**src/include/ooo_defs.svh**
```systemverilog
`ifndef OOO_DEFS_SVH
`define OOO_DEFS_SVH

// datapath width
`define OOO_XLEN 32

// architectural registers and their index width
`define OOO_NREGS 32
`define OOO_REG_W 5

// reorder buffer size, tag is its index
`define OOO_ROB_DEPTH 8
`define OOO_TAG_W 3

// entries per reservation station
`define OOO_RS_DEPTH 4

// multiplier pipeline stages
`define OOO_MUL_LATENCY 3

`endif

```
**src/source/ooo_pkg.sv**
```systemverilog
`default_nettype none

package ooo_pkg;

    // opcodes seen by rename, stations and units
    // op_li passes its immediate through on src1
    typedef enum logic [2:0] {
        op_add,
        op_sub,
        op_xor,
        op_li,
        op_mul
    } fu_op_t;

    // reorder buffer entry life cycle
    // stations reuse empty/busy for slot tracking
    typedef enum logic [1:0] {
        st_empty,
        st_busy,
        st_done
    } ent_state_t;

endpackage

`default_nettype wire

```
**src/source/rob.sv**
```systemverilog
`timescale 1ns/10ps
`default_nettype none

`include "ooo_defs.svh"

module rob (
    input  wire logic                   clk,
    input  wire logic                   rst,
    input  wire logic                   disp_any,
    input  wire logic [`OOO_REG_W-1:0]  disp_rd,
    output logic [`OOO_TAG_W-1:0]       rob_tail,
    output logic                        rob_afull,
    input  wire logic [`OOO_TAG_W-1:0]  look1_tag,
    input  wire logic [`OOO_TAG_W-1:0]  look2_tag,
    output logic                        look1_done,
    output logic [`OOO_XLEN-1:0]        look1_val,
    output logic                        look2_done,
    output logic [`OOO_XLEN-1:0]        look2_val,
    input  wire logic                   cdb_valid,
    input  wire logic [`OOO_TAG_W-1:0]  cdb_tag,
    input  wire logic [`OOO_XLEN-1:0]   cdb_data,
    output logic                        commit_valid,
    output logic [`OOO_REG_W-1:0]       commit_rd,
    output logic [`OOO_XLEN-1:0]        commit_data,
    output logic [`OOO_TAG_W-1:0]       commit_tag
);

    ooo_pkg::ent_state_t   state [`OOO_ROB_DEPTH];
    logic [`OOO_REG_W-1:0] ent_rd  [`OOO_ROB_DEPTH];
    logic [`OOO_XLEN-1:0]  ent_val [`OOO_ROB_DEPTH];

    logic [`OOO_TAG_W-1:0] head;
    logic [`OOO_TAG_W-1:0] tail;
    logic [`OOO_TAG_W:0]   count;
    logic                  retire;

    // a packet in flight takes tail this cycle, so rename sees the next one
    assign rob_tail  = disp_any ? tail + 1'b1 : tail;
    assign rob_afull = (count >= `OOO_TAG_W'(`OOO_ROB_DEPTH - 1));
    assign retire    = (state[head] == ooo_pkg::st_done);

    // operand lookups for rename
    assign look1_done = (state[look1_tag] == ooo_pkg::st_done);
    assign look1_val  = ent_val[look1_tag];
    assign look2_done = (state[look2_tag] == ooo_pkg::st_done);
    assign look2_val  = ent_val[look2_tag];

    always_ff @(posedge clk) begin
        if (rst) begin
            for (int i = 0; i < `OOO_ROB_DEPTH; i++) begin
                state[i] <= ooo_pkg::st_empty;
            end
            head         <= '0;
            tail         <= '0;
            count        <= '0;
            commit_valid <= 1'b0;
        end else begin
            commit_valid <= 1'b0;
            // allocate
            if (disp_any) begin
                state[tail] <= ooo_pkg::st_busy;
                tail        <= tail + 1'b1;
            end
            // result from the bus
            if (cdb_valid) begin
                state[cdb_tag] <= ooo_pkg::st_done;
            end
            // in-order retire, one per cycle
            if (retire) begin
                state[head]  <= ooo_pkg::st_empty;
                head         <= head + 1'b1;
                commit_valid <= 1'b1;
            end
            count <= count + (`OOO_TAG_W+1)'(disp_any) - (`OOO_TAG_W+1)'(retire);
        end
    end

    always_ff @(posedge clk) begin
        if (disp_any) begin
            ent_rd[tail] <= disp_rd;
        end
        if (cdb_valid) begin
            ent_val[cdb_tag] <= cdb_data;
        end
        if (retire) begin
            commit_rd   <= ent_rd[head];
            commit_data <= ent_val[head];
            commit_tag  <= head;
        end
    end

endmodule

`default_nettype wire

```
**config.mk**
```make
export PLATFORM = sky130hd
export DESIGN_NAME = rob
export DESIGN_NICKNAME = d
export VERILOG_FILES = /design/src/source/ooo_pkg.sv /design/src/source/rob.sv
export VERILOG_INCLUDE_DIRS = /design/src /design/src/include
export SDC_FILE = /design/constraint.sdc
export NUM_CORES = 1
export LEC_CHECK = 0
export BUFFER_PORTS_ARGS = -buffer_cell sky130_fd_sc_hd__buf_4
export CORE_MARGIN = 2
export CORE_UTILIZATION = 40
export CTS_CLUSTER_SIZE = 8
export DETAILED_ROUTE_END_ITERATION = 10
export PLACE_DENSITY_LB_ADDON = 0.05
export REMOVE_ABC_BUFFERS = 1
export SLEW_MARGIN = 20
export SYNTH_ARGS = -nofsm -noshare
export SYNTH_HDL_FRONTEND = slang
export SYNTH_SLANG_ARGS = --single-unit
```
**constraint.sdc**
```tcl
create_clock -name clk -period 10.6 [get_ports clk]
set_input_delay 0.53 -clock clk [delete_from_list [all_inputs] [get_ports clk]]
set_output_delay 0.53 -clock clk [all_outputs]
set_load 0.01 [all_outputs]
```
==> PnR_summary.wiki, run 1 <==
{| class="wikitable"
! Metric !! Value
|-
| Sequential-to-total area share from yosys stat || 60.4%
|-
| Clock tree from TritonCTS || yes
|-
| Flip-flop cell with the highest count after synthesis || sky130_fd_sc_hd__edfxtp_1
|-
| Fraction of the cycle the final worst path needs || between 30% and 40%
|-
| Total detailed-routing wirelength || roughly 54000 um
|-
| Final standard cell utilization of the core || about 48%
|-
| Overall Global Routing Usage || a little under a quarter
|-
| Port Buffer Count || 160
|-
| Detailed-route DRC error count || 0
|-
| Yosys warns || 0
|-
| Post-CTS Hold Fix Bufs || 0
|-
| Share of final-layout standard cells stronger than drive strength 1 || between 40 and 50%
|-
| Vias in the first global route || ~11k
|-
| Number of antenna violations at the first check in global routing || 0
|-
| # nets final || 1245
|-
| Number of placement rows || 77
|-
| Post-route worst hold slack || 0.187 ns
|-
| Slowest library cell on the worst path || sky130_fd_sc_hd__buf_4
|-
| Power density over the cells || around 170 nW/um^2
|-
| Setup crit end kind || output pin
|-
| Inserted Diodes || 0
|-
| Longest individual stage delay on the worst path || between 0.8 and 0.9 ns
|-
| Clock H-tree levels || 2
|-
| Max capacitance violation total || 0
|-
| First-pass iteration count of the detailed router || 7
|-
| Path type of the worst setup path || in2out
|-
| Final Hold Violating Endpoints || 0
|-
| Most prevalent standard cell on the critical path || sky130_fd_sc_hd__buf_4
|-
| Area grow syn2layout || 18.3%
|-
| Result of the run || finished clean
|-
| Critical path, cell by cell || buf_4 -> buf_4 -> mux4_2 -> mux2_2 -> buf_4
|-
| Post-CTS repair timing setup buffer count || 0
|-
| Per-instance average area after synthesis || roughly 17 sq um
|-
| Worst Clk Skew || approximately 0.015 ns
|-
| Number of standard cells in the layout, taps in and fillers out || ~1.8k
|-
| Final global-route overflow total || 0
|-
| Total clock buffers created by CTS || 51
|-
| Max Freq || 291 MHz
|-
| Total of endpoints with negative setup slack in the final report || 0
|-
| Netlist Area Pre-Place || about 18000 sq um
|-
| Top-level port count || 161
|-
| CTS resizes || 0
|-
| Die H || roughly 210 um
|-
| Effective utilization at floorplan || around two fifths
|-
| Width of the die || roughly 210 um
|-
| Clock Tree Buf Depth || 3
|-
| Library cell occupying the most area in the post-synthesis netlist || sky130_fd_sc_hd__edfxtp_1
|-
| Avg WL per Cell || ~30 um
|-
| R2r startpoint || head[2]
|-
| Total placed cells including tap cells || 1725
|-
| HP Class || in2reg
|-
| Post-synthesis cell count || roughly 1.0k
|-
| Transition time at the pin with the least slew margin || between 1 and 1.5 ns
|-
| FILL cells || around 3.8k
|-
| Required time worst endpoint || ~10 ns
|-
| Pin count of the biggest net entering global routing || 67
|-
| Tightest slew margin relative to the limit || between 20% and 30%
|-
| Pleak || a little under 0.007 uW
|-
| Distinct cells, synth || between 40 and 50
|-
| Placed wire-length estimate after detailed placement || roughly 30000 um
|-
| Peak VDD IR || around 0.084 mV
|-
| Hold wc startpoint || cdb_data[2]
|-
| Unrepaired setup endpoints after global routing || false
|-
| Flip-flop and latch count after synthesis || 366
|-
| Startpoint Class || primary input
|-
| Sum of negative setup slack || 0 ns
|-
| Peak fanout along the critical path || 46
|-
| Core Area || about 44000 sq um
|-
| Detail-routed via count per cell || 6.06
|-
| Violation count after the first detailed-routing iteration || between 1k and 1.5k
|-
| Leading post-synthesis cells by instance count || sky130_fd_sc_hd__edfxtp_1, sky130_fd_sc_hd__mux4_2, sky130_fd_sc_hd__mux2_2
|-
| Async set-or-reset flop fraction in the synthesized netlist || 0%
|-
| Portion of synthesized cell area occupied by the leading cell type || 57.0%
|-
| Clock transition at the registers of the reported paths || around 0.05 ns
|-
| Most frequently used cell type in the post-synthesis netlist || sky130_fd_sc_hd__edfxtp_1
|-
| Full die area || about 46000 sq um
|-
| Final weighted congestion in routability-driven placement || ~0.76
|-
| Count of pins over their slew limit || 0
|-
| Number of nets still failing antenna checks after routing || 0
|-
| Vias after detailed routing || ~11k
|-
| Post-synth EDFFs || around 340
|-
| Min Clock Period, post-route || between 3 and 4 ns
|-
| Critical path launch point || look2_tag[0]
|-
| Sink count of the clock tree || roughly 370
|-
| Clock Root Buffer || sky130_fd_sc_hd__clkbuf_16
|-
| Top cells by area in the synthesized netlist || sky130_fd_sc_hd__edfxtp_1, sky130_fd_sc_hd__mux4_2, sky130_fd_sc_hd__mux2_2
|-
| Skew-Pair Late Insertion Delay || between 0.5 and 0.6 ns
|-
| Global-route wire length before repair || about 80000 um
|-
| Arrival time reported for the critical path endpoint || 2.91 ns
|}
==> stage by stage <==
| step | setup WS (ns) | area (sq um) | total power, uW |
|---|---|---|---|
| after global placement | 7.09 | 19500 | 2030 |
| after global routing | 6.96 | 21000 | 3600 |
| after detailed placement | 7.05 | 19500 | 2030 |
| final | 7.16 | 21000 | 3480 |
| after CTS | 7.05 | 20900 | 3520 |
| after floorplan | 5.94 | 17300 | 1850 |
==> cell families after synthesis <==
| group | after synthesis | share of synthesized area [%] |
|---|---|---|
| simple gates | 122 | 3.49 |
| xor+xnor | 4 | 0.198 |
| fa+ha+maj | 8 | 0.608 |
| compound gates | 165 | 6.80 |
| mux | 273 | 26.1 |
| buf+inv | 97 | 2.47 |
| flops | 366 | 60.4 |
==> worst paths after layout <==
kind	end	slack [ns]	depth (start not counted)
max	look2_val[28]	7.16	5
min	ent_val[2][2]	0.19	1
max reg2reg	commit_rd[1]	7.28	5
min reg2reg	state[4][0]	0.50	2
==> cell usage in the layout (no fill, tap or decap), types with 2 or more instances in the layout <==
| cell type | instances |
|---|---|
| sky130_fd_sc_hd__nand3_1 | 5 |
| sky130_fd_sc_hd__nor3_2 | 3 |
| sky130_fd_sc_hd__o21ai_0 | 25 |
| sky130_fd_sc_hd__nand2_1 | 23 |
| sky130_fd_sc_hd__mux2_1 | 2 |
| sky130_fd_sc_hd__a221oi_1 | 38 |
| sky130_fd_sc_hd__mux2_2 | 103 |
| sky130_fd_sc_hd__mux2i_1 | 28 |
| sky130_fd_sc_hd__and2_1 | 5 |
| sky130_fd_sc_hd__a22o_1 | 3 |
| sky130_fd_sc_hd__mux4_2 | 139 |
| sky130_fd_sc_hd__nand2b_1 | 11 |
| sky130_fd_sc_hd__nor3b_2 | 4 |
| sky130_fd_sc_hd__clkbuf_1 | 21 |
| sky130_fd_sc_hd__inv_1 | 12 |
| sky130_fd_sc_hd__clkbuf_16 | 53 |
| sky130_fd_sc_hd__a211oi_1 | 9 |
| sky130_fd_sc_hd__o2bb2ai_1 | 7 |
| sky130_fd_sc_hd__nor2_1 | 42 |
| sky130_fd_sc_hd__edfxtp_1 | 336 |
| sky130_fd_sc_hd__ha_1 | 7 |
| sky130_fd_sc_hd__xor2_1 | 2 |
| sky130_fd_sc_hd__buf_4 | 182 |
| sky130_fd_sc_hd__a222oi_1 | 7 |
| sky130_fd_sc_hd__dfxtp_4 | 2 |
| sky130_fd_sc_hd__nand4b_1 | 2 |
| sky130_fd_sc_hd__nor2b_1 | 16 |
| sky130_fd_sc_hd__a22oi_1 | 25 |
| sky130_fd_sc_hd__o221ai_1 | 9 |
| sky130_fd_sc_hd__nor4bb_4 | 2 |
| sky130_fd_sc_hd__a21oi_1 | 27 |
| sky130_fd_sc_hd__o22ai_1 | 3 |
| sky130_fd_sc_hd__dfxtp_1 | 27 |
| sky130_fd_sc_hd__xnor2_1 | 2 |
| sky130_fd_sc_hd__a2111oi_0 | 6 |
==> flip-flops by register name, indices dropped and copies added, names as in the netlist, named ones only <==
signal	cells
state	16
commit_data	32
commit_rd	5
ent_val	256
commit_valid	1
tail	3
head	3
count	4
ent_rd	40
commit_tag	3
==> power breakdown <==
group          leakage, uW  switching (uW)  internal [uW]  total, uW
registers          0.00329            30.1           1630       1660
logic              0.00286             172            170        342
clock network     0.000678             578            895       1470
total              0.00683             780           2700       3480
==> metal layers <==
metal	wire length [um]	global-route usage, %
met5	0	0
met4	1090	6.62
met3	3160	3.11
met2	25500	37.7
met1	23700	33.3
==> final cells by class <==
type / count / area [sq um] / area share, %
sequential: 366 / 10700 / 51.0
multi-input combinational: 572 / 6680 / 31.9
clock buffer: 74 / 1410 / 6.70
timing repair buffer: 183 / 1390 / 6.61
tap: 592 / 741 / 3.53
inverter: 13 / 48.8 / 0.233
==> worst max-delay path: cells and delay by family <==
family	cells	cell delay (ns)
mux	2	0.92
buf+inv	3	1.37
Note: power is estimated with default switching activity, not from simulation.
==> inputs of run 2 (changes only) <==
==> constraint.sdc (replaced) <==
create_clock -name clk -period 3.2 [get_ports clk]
set_input_delay 0.16 -clock clk [delete_from_list [all_inputs] [get_ports clk]]
set_output_delay 0.16 -clock clk [all_outputs]
set_load 0.01 [all_outputs]
==> run 2 against run 1 <==
Sequential cell count stayed put. Register-to-register slack worse by 6.5 ns. Sequential share of layout area is 1.4 points lower. Clock-buffer cell count is 10 lower. Global-route usage is 0.34 points higher. Hold slack worse by 0.032 ns. Clock power grew to 3.3 times the previous value. Non-clock buffer count is 61 higher. Clock skew is 0.0024 ns lower. Critical endpoint is now commit_rd[0]. Largest cell class unchanged.
==> PnR_summary.wiki, run 2 (synthesis gave the netlist of run 1 again) <==
{| class="wikitable"
! Metric !! Value
|-
| Pin count of the biggest net entering global routing || roughly 60
|-
| Largest register FFs || between 200 and 300
|-
| Hold wc startpoint || cdb_tag[0]
|-
| Clock Tree Buf Depth || 3
|-
| Width of the die || approximately 210 um
|-
| Pleak || approximately 0.0071 uW
|-
| Hold path depth || 3
|-
| Tightest slew margin relative to the limit || between 20 and 30%
|-
| Total of endpoints with negative setup slack in the final report || 0
|-
| Port Buffer Count || between 150 and 200
|-
| Top-level port count || 161
|-
| Final global-route overflow total || 0
|-
| Unrepaired setup endpoints after global routing || false
|-
| Final weighted congestion in routability-driven placement || approximately 0.8
|-
| Combinational fraction of design power || about a tenth
|-
| Clock share of power || around two fifths
|-
| Switching fraction of total power || a little under a quarter
|-
| Max Freq || 415 MHz
|-
| Full die area || around 46000 sq um
|-
| Setup crit end kind || flip-flop
|-
| R2R cell count || 5
|-
| Fraction of the cycle the final worst path needs || about 75%
|-
| R2r startpoint || head[1]
|-
| Share of final-layout standard cells stronger than drive strength 1 || just over 40%
|-
| Pre-CTS setup slack || around 0.8 ns
|-
| Number of placement rows || 77
|-
| Total detailed-routing wirelength || between 50000 and 60000 um
|-
| Peak VDD IR || 0.329 mV
|-
| Peak fanout along the critical path || 36
|-
| Result of the run || finished clean
|-
| Power share of the sequential group || 47.7%
|-
| Count of pins over their slew limit || 0
|-
| Global-route wire length before repair || 79200 um
|-
| Vias after detailed routing || between 10k and 15k
|-
| Required time worst endpoint || ~3.6 ns
|-
| Path type of the worst setup path || reg2reg
|-
| Number of antenna violations at the first check in global routing || 1
|-
| Die H || between 200 and 250 um
|-
| Clock transition at the registers of the reported paths || ~0.050 ns
|-
| Number of nets still failing antenna checks after routing || 0
|-
| Detailed-route DRC error count || 0
|-
| Final setup margin || 0.788 ns
|-
| # nets final || between 1k and 1.5k
|-
| Total clock buffers created by CTS || between 50 and 60
|-
| Clock H-tree levels || 2
|-
| Clock tree from TritonCTS || yes
|-
| Placed wire-length estimate after detailed placement || 32200 um
|-
| Sink count of the clock tree || approximately 370
|-
| Skew-Pair Late Insertion Delay || roughly 0.57 ns
|-
| Switching power || around 2600 uW
|-
| Cell area reported after detailed placement || about 20000 sq um
|-
| Avg WL per Cell || around 29 um
|-
| Max capacitance violation total || 0
|-
| Transition time at the pin with the least slew margin || around 1.0 ns
|-
| Reg2reg setup slack || slightly below 0.8 ns
|-
| Area grow syn2layout || 21.8%
|-
| Worst Clk Skew || around 0.013 ns
|-
| Vias in the first global route || roughly 12k
|-
| Leading cell type in the layout, fill and taps excluded || sky130_fd_sc_hd__edfxtp_1
|-
| Critical register-to-register path endpoint || commit_rd[0]
|-
| Clock Root Buffer || sky130_fd_sc_hd__clkbuf_16
|-
| Final std cell area, no fill || about 22000 sq um
|-
| Final standard cell utilization of the core || approximately half
|-
| Effective utilization at floorplan || about 40%
|-
| Register ranked first by flip-flop count || ent_val
|-
| Min Clock Period, post-route || between 2 and 2.5 ns
|-
| Post-route worst hold slack || around 0.16 ns
|-
| Most used cells in the layout excluding fill and tap cells || sky130_fd_sc_hd__edfxtp_1, sky130_fd_sc_hd__buf_4, sky130_fd_sc_hd__mux4_2, sky130_fd_sc_hd__mux2_2, sky130_fd_sc_hd__clkbuf_16
|-
| Internal power || roughly 8900 uW
|-
| Startpoint Class || flip-flop
|-
| First-pass iteration count of the detailed router || 5
|-
| Overall Global Routing Usage || around a quarter
|-
| Arrival time reported for the critical path endpoint || about 2.8 ns
|-
| Detail-routed via count per cell || roughly 6.0
|-
| Violation count after the first detailed-routing iteration || slightly above 800
|-
| Power density over the cells || 535 nW/um^2
|-
| Core Area || roughly 44000 sq um
|-
| HP Class || in2reg
|-
| Final Hold Violating Endpoints || 0
|-
| Power after layout || roughly 12000 uW
|-
| Destination of the worst hold path || ent_val[2][18]
|-
| Top Registers || ent_val x256, ent_rd x40, commit_data x32
|}
[run 2: power groups by stage]
stage / Sequential, uW / Combinational (uW) / Clock, uW
floorplan: 5570 / 577 / 0
global placement: 5590 / 1170 / 0
detailed placement: 5590 / 1170 / 0
CTS: 5500 / 1210 / 4950
global route: 5510 / 1280 / 5130
finish: 5500 / 1200 / 4850
[run 2: per-stage QoR]
step,std cells,setup TNS [ns]
floorplan,951,-96.17
global placement,1748,0
detailed placement,1748,0
CTS,1852,0
global route,1852,0
finish,1853,0
[run 2: final cells by class]
class | count | area [sq um]
sequential | 366 | 10700
inverter | 13 | 48.8
timing repair buffer | 244 | 2030
clock inverter | 1 | 3.75
fill | 3780 | 22400
multi-input combinational | 572 | 6670
clock buffer | 64 | 1370
tap | 592 | 741
antenna | 1 | 2.50
[run 2: repair_timing]
item | in CTS | in global routing
gates resized for setup | 0 | 0
hold buffers | 39 | 0
endpoints found under the hold margin | 312 | 0
setup buffers | 0 | 0
[run 2: worst max-delay path, cell delays in order, from the launching register on]
cell                       delay [ns]
sky130_fd_sc_hd__dfxtp_4         0.70
sky130_fd_sc_hd__buf_4           0.38
sky130_fd_sc_hd__and3_1          0.72
sky130_fd_sc_hd__a22o_1          0.22
sky130_fd_sc_hd__a221oi_1        0.04
sky130_fd_sc_hd__o21ai_0         0.12
[run 2: worst max-delay path by stage]
stage / cells past startpoint / start / endpoint
floorplan: 2 / cdb_tag[0] / state[0][0]
global placement: 10 / state[0][0] / count[3]
detailed placement: 8 / state[0][0] / count[1]
CTS: 5 / head[1] / commit_rd[0]
global route: 10 / state[0][0] / count[3]
finish: 5 / head[1] / commit_rd[0]
[run 2: layer usage]
metal  global-route usage, %  vias up  wire length [um]
li1                        -     4759                 -
met1                    32.7     5874             23900
met2                    38.8      381             26300
met3                    3.49      103              2920
met4                    7.71        0              1400
met5                       0        -                 0
==> inputs of run 3 (changes only) <==
==> constraint.sdc (replaced) <==
create_clock -name clk -period 2.2 [get_ports clk]
set_input_delay 0.11 -clock clk [delete_from_list [all_inputs] [get_ports clk]]
set_output_delay 0.11 -clock clk [all_outputs]
set_load 0.01 [all_outputs]
==> run 3 against run 2 <==
Critical endpoint is now count[1]. Clock skew grew 0.0036 ns. Combinational power grew 53%. Critical path depth up 3. Critical path type unchanged. Die area is the same. Cell count up 2.1%. The run now ends with setup timing left. Via count grew 2.7%. Global-route usage grew 0.51 points. Maximum frequency rose by 6.7%.
==> PnR_summary.wiki, run 3 (synthesis gave the netlist of run 1 again) <==
{| class="wikitable"
! Metric !! Value
|-
| Final standard cell utilization of the core || 50.5%
|-
| Count of pins over their slew limit || 0
|-
| Clock tree from TritonCTS || yes
|-
| Power share of the sequential group || 47.3%
|-
| Arrival time reported for the critical path endpoint || approximately 2.7 ns
|-
| Critical path, cell by cell || nand2b_4 -> mux4_2 -> mux2i_4 -> ha_4 -> inv_4 -> ha_4 -> fa_2 -> nor2b_1
|-
| Result of the run || finished, violations left
|-
| Final weighted congestion in routability-driven placement || approximately 0.81
|-
| Path type of the worst setup path || reg2reg
|-
| Switching power || roughly 3800 uW
|-
| Placed wire-length estimate after detailed placement || 34800 um
|-
| Core Area || ~44000 sq um
|-
| Grt met1 use || around a third
|-
| Leading cell type in the layout, fill and taps excluded || sky130_fd_sc_hd__edfxtp_1
|-
| Share of final-layout standard cells stronger than drive strength 1 || between 40% and 50%
|-
| Final setup margin || -0.0606 ns
|-
| Longest individual stage delay on the worst path || 0.50 ns
|-
| Pin count of the biggest net entering global routing || 35
|-
| Avg WL per Cell || between 20 and 30 um
|-
| Setup crit end kind || flip-flop
|-
| Highest-utilization routing layer at the global route stage || met2
|-
| Transition time at the pin with the least slew margin || between 1 and 1.5 ns
|-
| Slowest library cell on the worst path || sky130_fd_sc_hd__mux4_2
|-
| Top Registers || ent_val x256, ent_rd x40, commit_data x32
|-
| # nets final || about 1.3k
|-
| Reg2reg setup slack || -0.06 ns
|-
| Width of the die || between 200 and 250 um
|-
| Most used cells in the layout excluding fill and tap cells || sky130_fd_sc_hd__edfxtp_1, sky130_fd_sc_hd__buf_4, sky130_fd_sc_hd__mux4_2, sky130_fd_sc_hd__mux2_2, sky130_fd_sc_hd__clkbuf_16
|-
| Number of placement rows || 77
|-
| Number of buffers and inverters on the critical path || 1
|-
| Tightest slew margin relative to the limit || about 30%
|-
| Post-route worst hold slack || around 0.065 ns
|-
| Failing checks || setup timing
|-
| Detailed-route DRC error count || 0
|-
| Detail-routed via count per cell || around 6.0
|-
| Final Hold Violating Endpoints || 0
|-
| Most prevalent standard cell on the critical path || sky130_fd_sc_hd__ha_4
|-
| Number of nets still failing antenna checks after routing || 0
|-
| Skew-Pair Late Insertion Delay || between 0.5 and 0.6 ns
|-
| Full die area || around 46000 sq um
|-
| Area grow syn2layout || 25.2%
|-
| Clock Tree Buf Depth || 3
|-
| Startpoint Class || flip-flop
|-
| Power density over the cells || approximately 760 nW/um^2
|-
| Clock Root Buffer || sky130_fd_sc_hd__clkbuf_16
|-
| Clock share of power || 41.7%
|-
| Largest register FFs || between 200 and 300
|-
| Kind of cell adding the most delay to the critical path || adder cells
|-
| Overall Global Routing Usage || 24.2%
|-
| Top-level port count || roughly 160
|-
| Vias in the first global route || ~12k
|-
| Clock H-tree levels || 2
|-
| Max capacitance violation total || 0
|-
| Total clock buffers created by CTS || 51
|-
| Die H || 214 um
|-
| Register ranked first by flip-flop count || ent_val
|-
| Final global-route overflow total || 0
|-
| Port Buffer Count || 160
|-
| Pleak || about 0.0074 uW
|-
| Effective utilization at floorplan || between 40% and 50%
|-
| GR Util met3 || ~4.1%
|-
| Global-route wire length before repair || 80600 um
|-
| Clock transition at the registers of the reported paths || roughly 0.050 ns
|-
| Vias after detailed routing || roughly 11k
|-
| Total detailed-routing wirelength || between 50000 and 60000 um
|-
| Power after layout || ~17000 uW
|-
| Unrepaired setup endpoints after global routing || true
|-
| FILL cells || between 3k and 4k
|-
| Combinational fraction of design power || between 10% and 20%
|-
| Peak VDD IR || about 0.5 mV
|-
| Max Freq || between 400 and 500 MHz
|-
| GRT met2 Usage || about 40%
|-
| Total of endpoints with negative setup slack in the final report || 2
|-
| Worst Clk Skew || 0.0165 ns
|-
| Required time worst endpoint || roughly 2.7 ns
|-
| Number of standard cells in the layout, taps in and fillers out || roughly 1.9k
|-
| Sink count of the clock tree || 366
|-
| Number of antenna violations at the first check in global routing || 0
|-
| Violation count after the first detailed-routing iteration || slightly above 1k
|-
| HP Class || in2reg
|-
| Switching fraction of total power || 22.7%
|-
| Min Clock Period, post-route || ~2.3 ns
|-
| Total placed cells including tap cells || approximately 1.8k
|-
| Fraction of the cycle the final worst path needs || 103%
|-
| Internal power || ~13000 uW
|-
| Peak fanout along the critical path || 3
|-
| First-pass iteration count of the detailed router || 7
|}
-- run 3: what timing repair did --
action                                  4_1_cts  5_1_grt
pin swaps                                     4        8
buffers inserted                              0        2
endpoints found under the setup margin       33       34
endpoints found under the hold margin       320        0
hold buffers                                 39        0
gates resized for setup                      13       17
-- run 3: final timing paths --
| check | from | endpoint | cells past startpoint |
|---|---|---|---|
| min reg2reg | state[2][0] | state[2][0] | 2 |
| max | state[5][0] | count[1] | 8 |
| min | cdb_tag[0] | ent_val[2][21] | 3 |
| max reg2reg | state[5][0] | count[1] | 8 |
-- run 3: tightest hold or removal path, stage by stage --
cell	delay [ns]
sky130_fd_sc_hd__buf_4	0.14
sky130_fd_sc_hd__nor4bb_4	0.07
sky130_fd_sc_hd__buf_4	0.16
-- run 3: stage by stage --
stage	setup TNS, ns	setup WS (ns)	cell area (sq um)
after floorplan	-369.22	-2.04	17300
after global placement	-2.19	-0.113	20300
after detailed placement	-2.34	-0.144	20300
after CTS	-2.60	-0.107	22100
after global routing	-0.357	-0.142	22200
final	-0.0827	-0.0606	22200
-- run 3: routing by layer --
| metal | vias up | wire length, um |
|---|---|---|
| met1 | 6024 | 23600 |
| met4 | 0 | 1590 |
| met5 | - | 0 |
| met3 | 110 | 3370 |
| met2 | 448 | 27200 |
| li1 | 4837 | - |
-- run 3: power groups by stage --
stage                     registers [uW]  clock network [uW]  logic (uW)
after floorplan                     8100                   0         839
after global placement              8120                   0        1760
after detailed placement            8120                   0        1770
after CTS                           7990                7210        1840
after global routing                8010                7500        1970
final                               8000                7050        1840
-- run 3: final cells by class --
cell class,count,area (sq um),share of cell area (%)
inverters,13,51.3,0.231
well taps,592,741,3.34
clock buffers,64,1370,6.17
repair buffers,282,2530,11.4
multi-input cells,572,6760,30.5
clock inverters,1,3.75,0.0169
diodes,1,2.50,0.0113
flip-flops and latches,366,10700,48.3
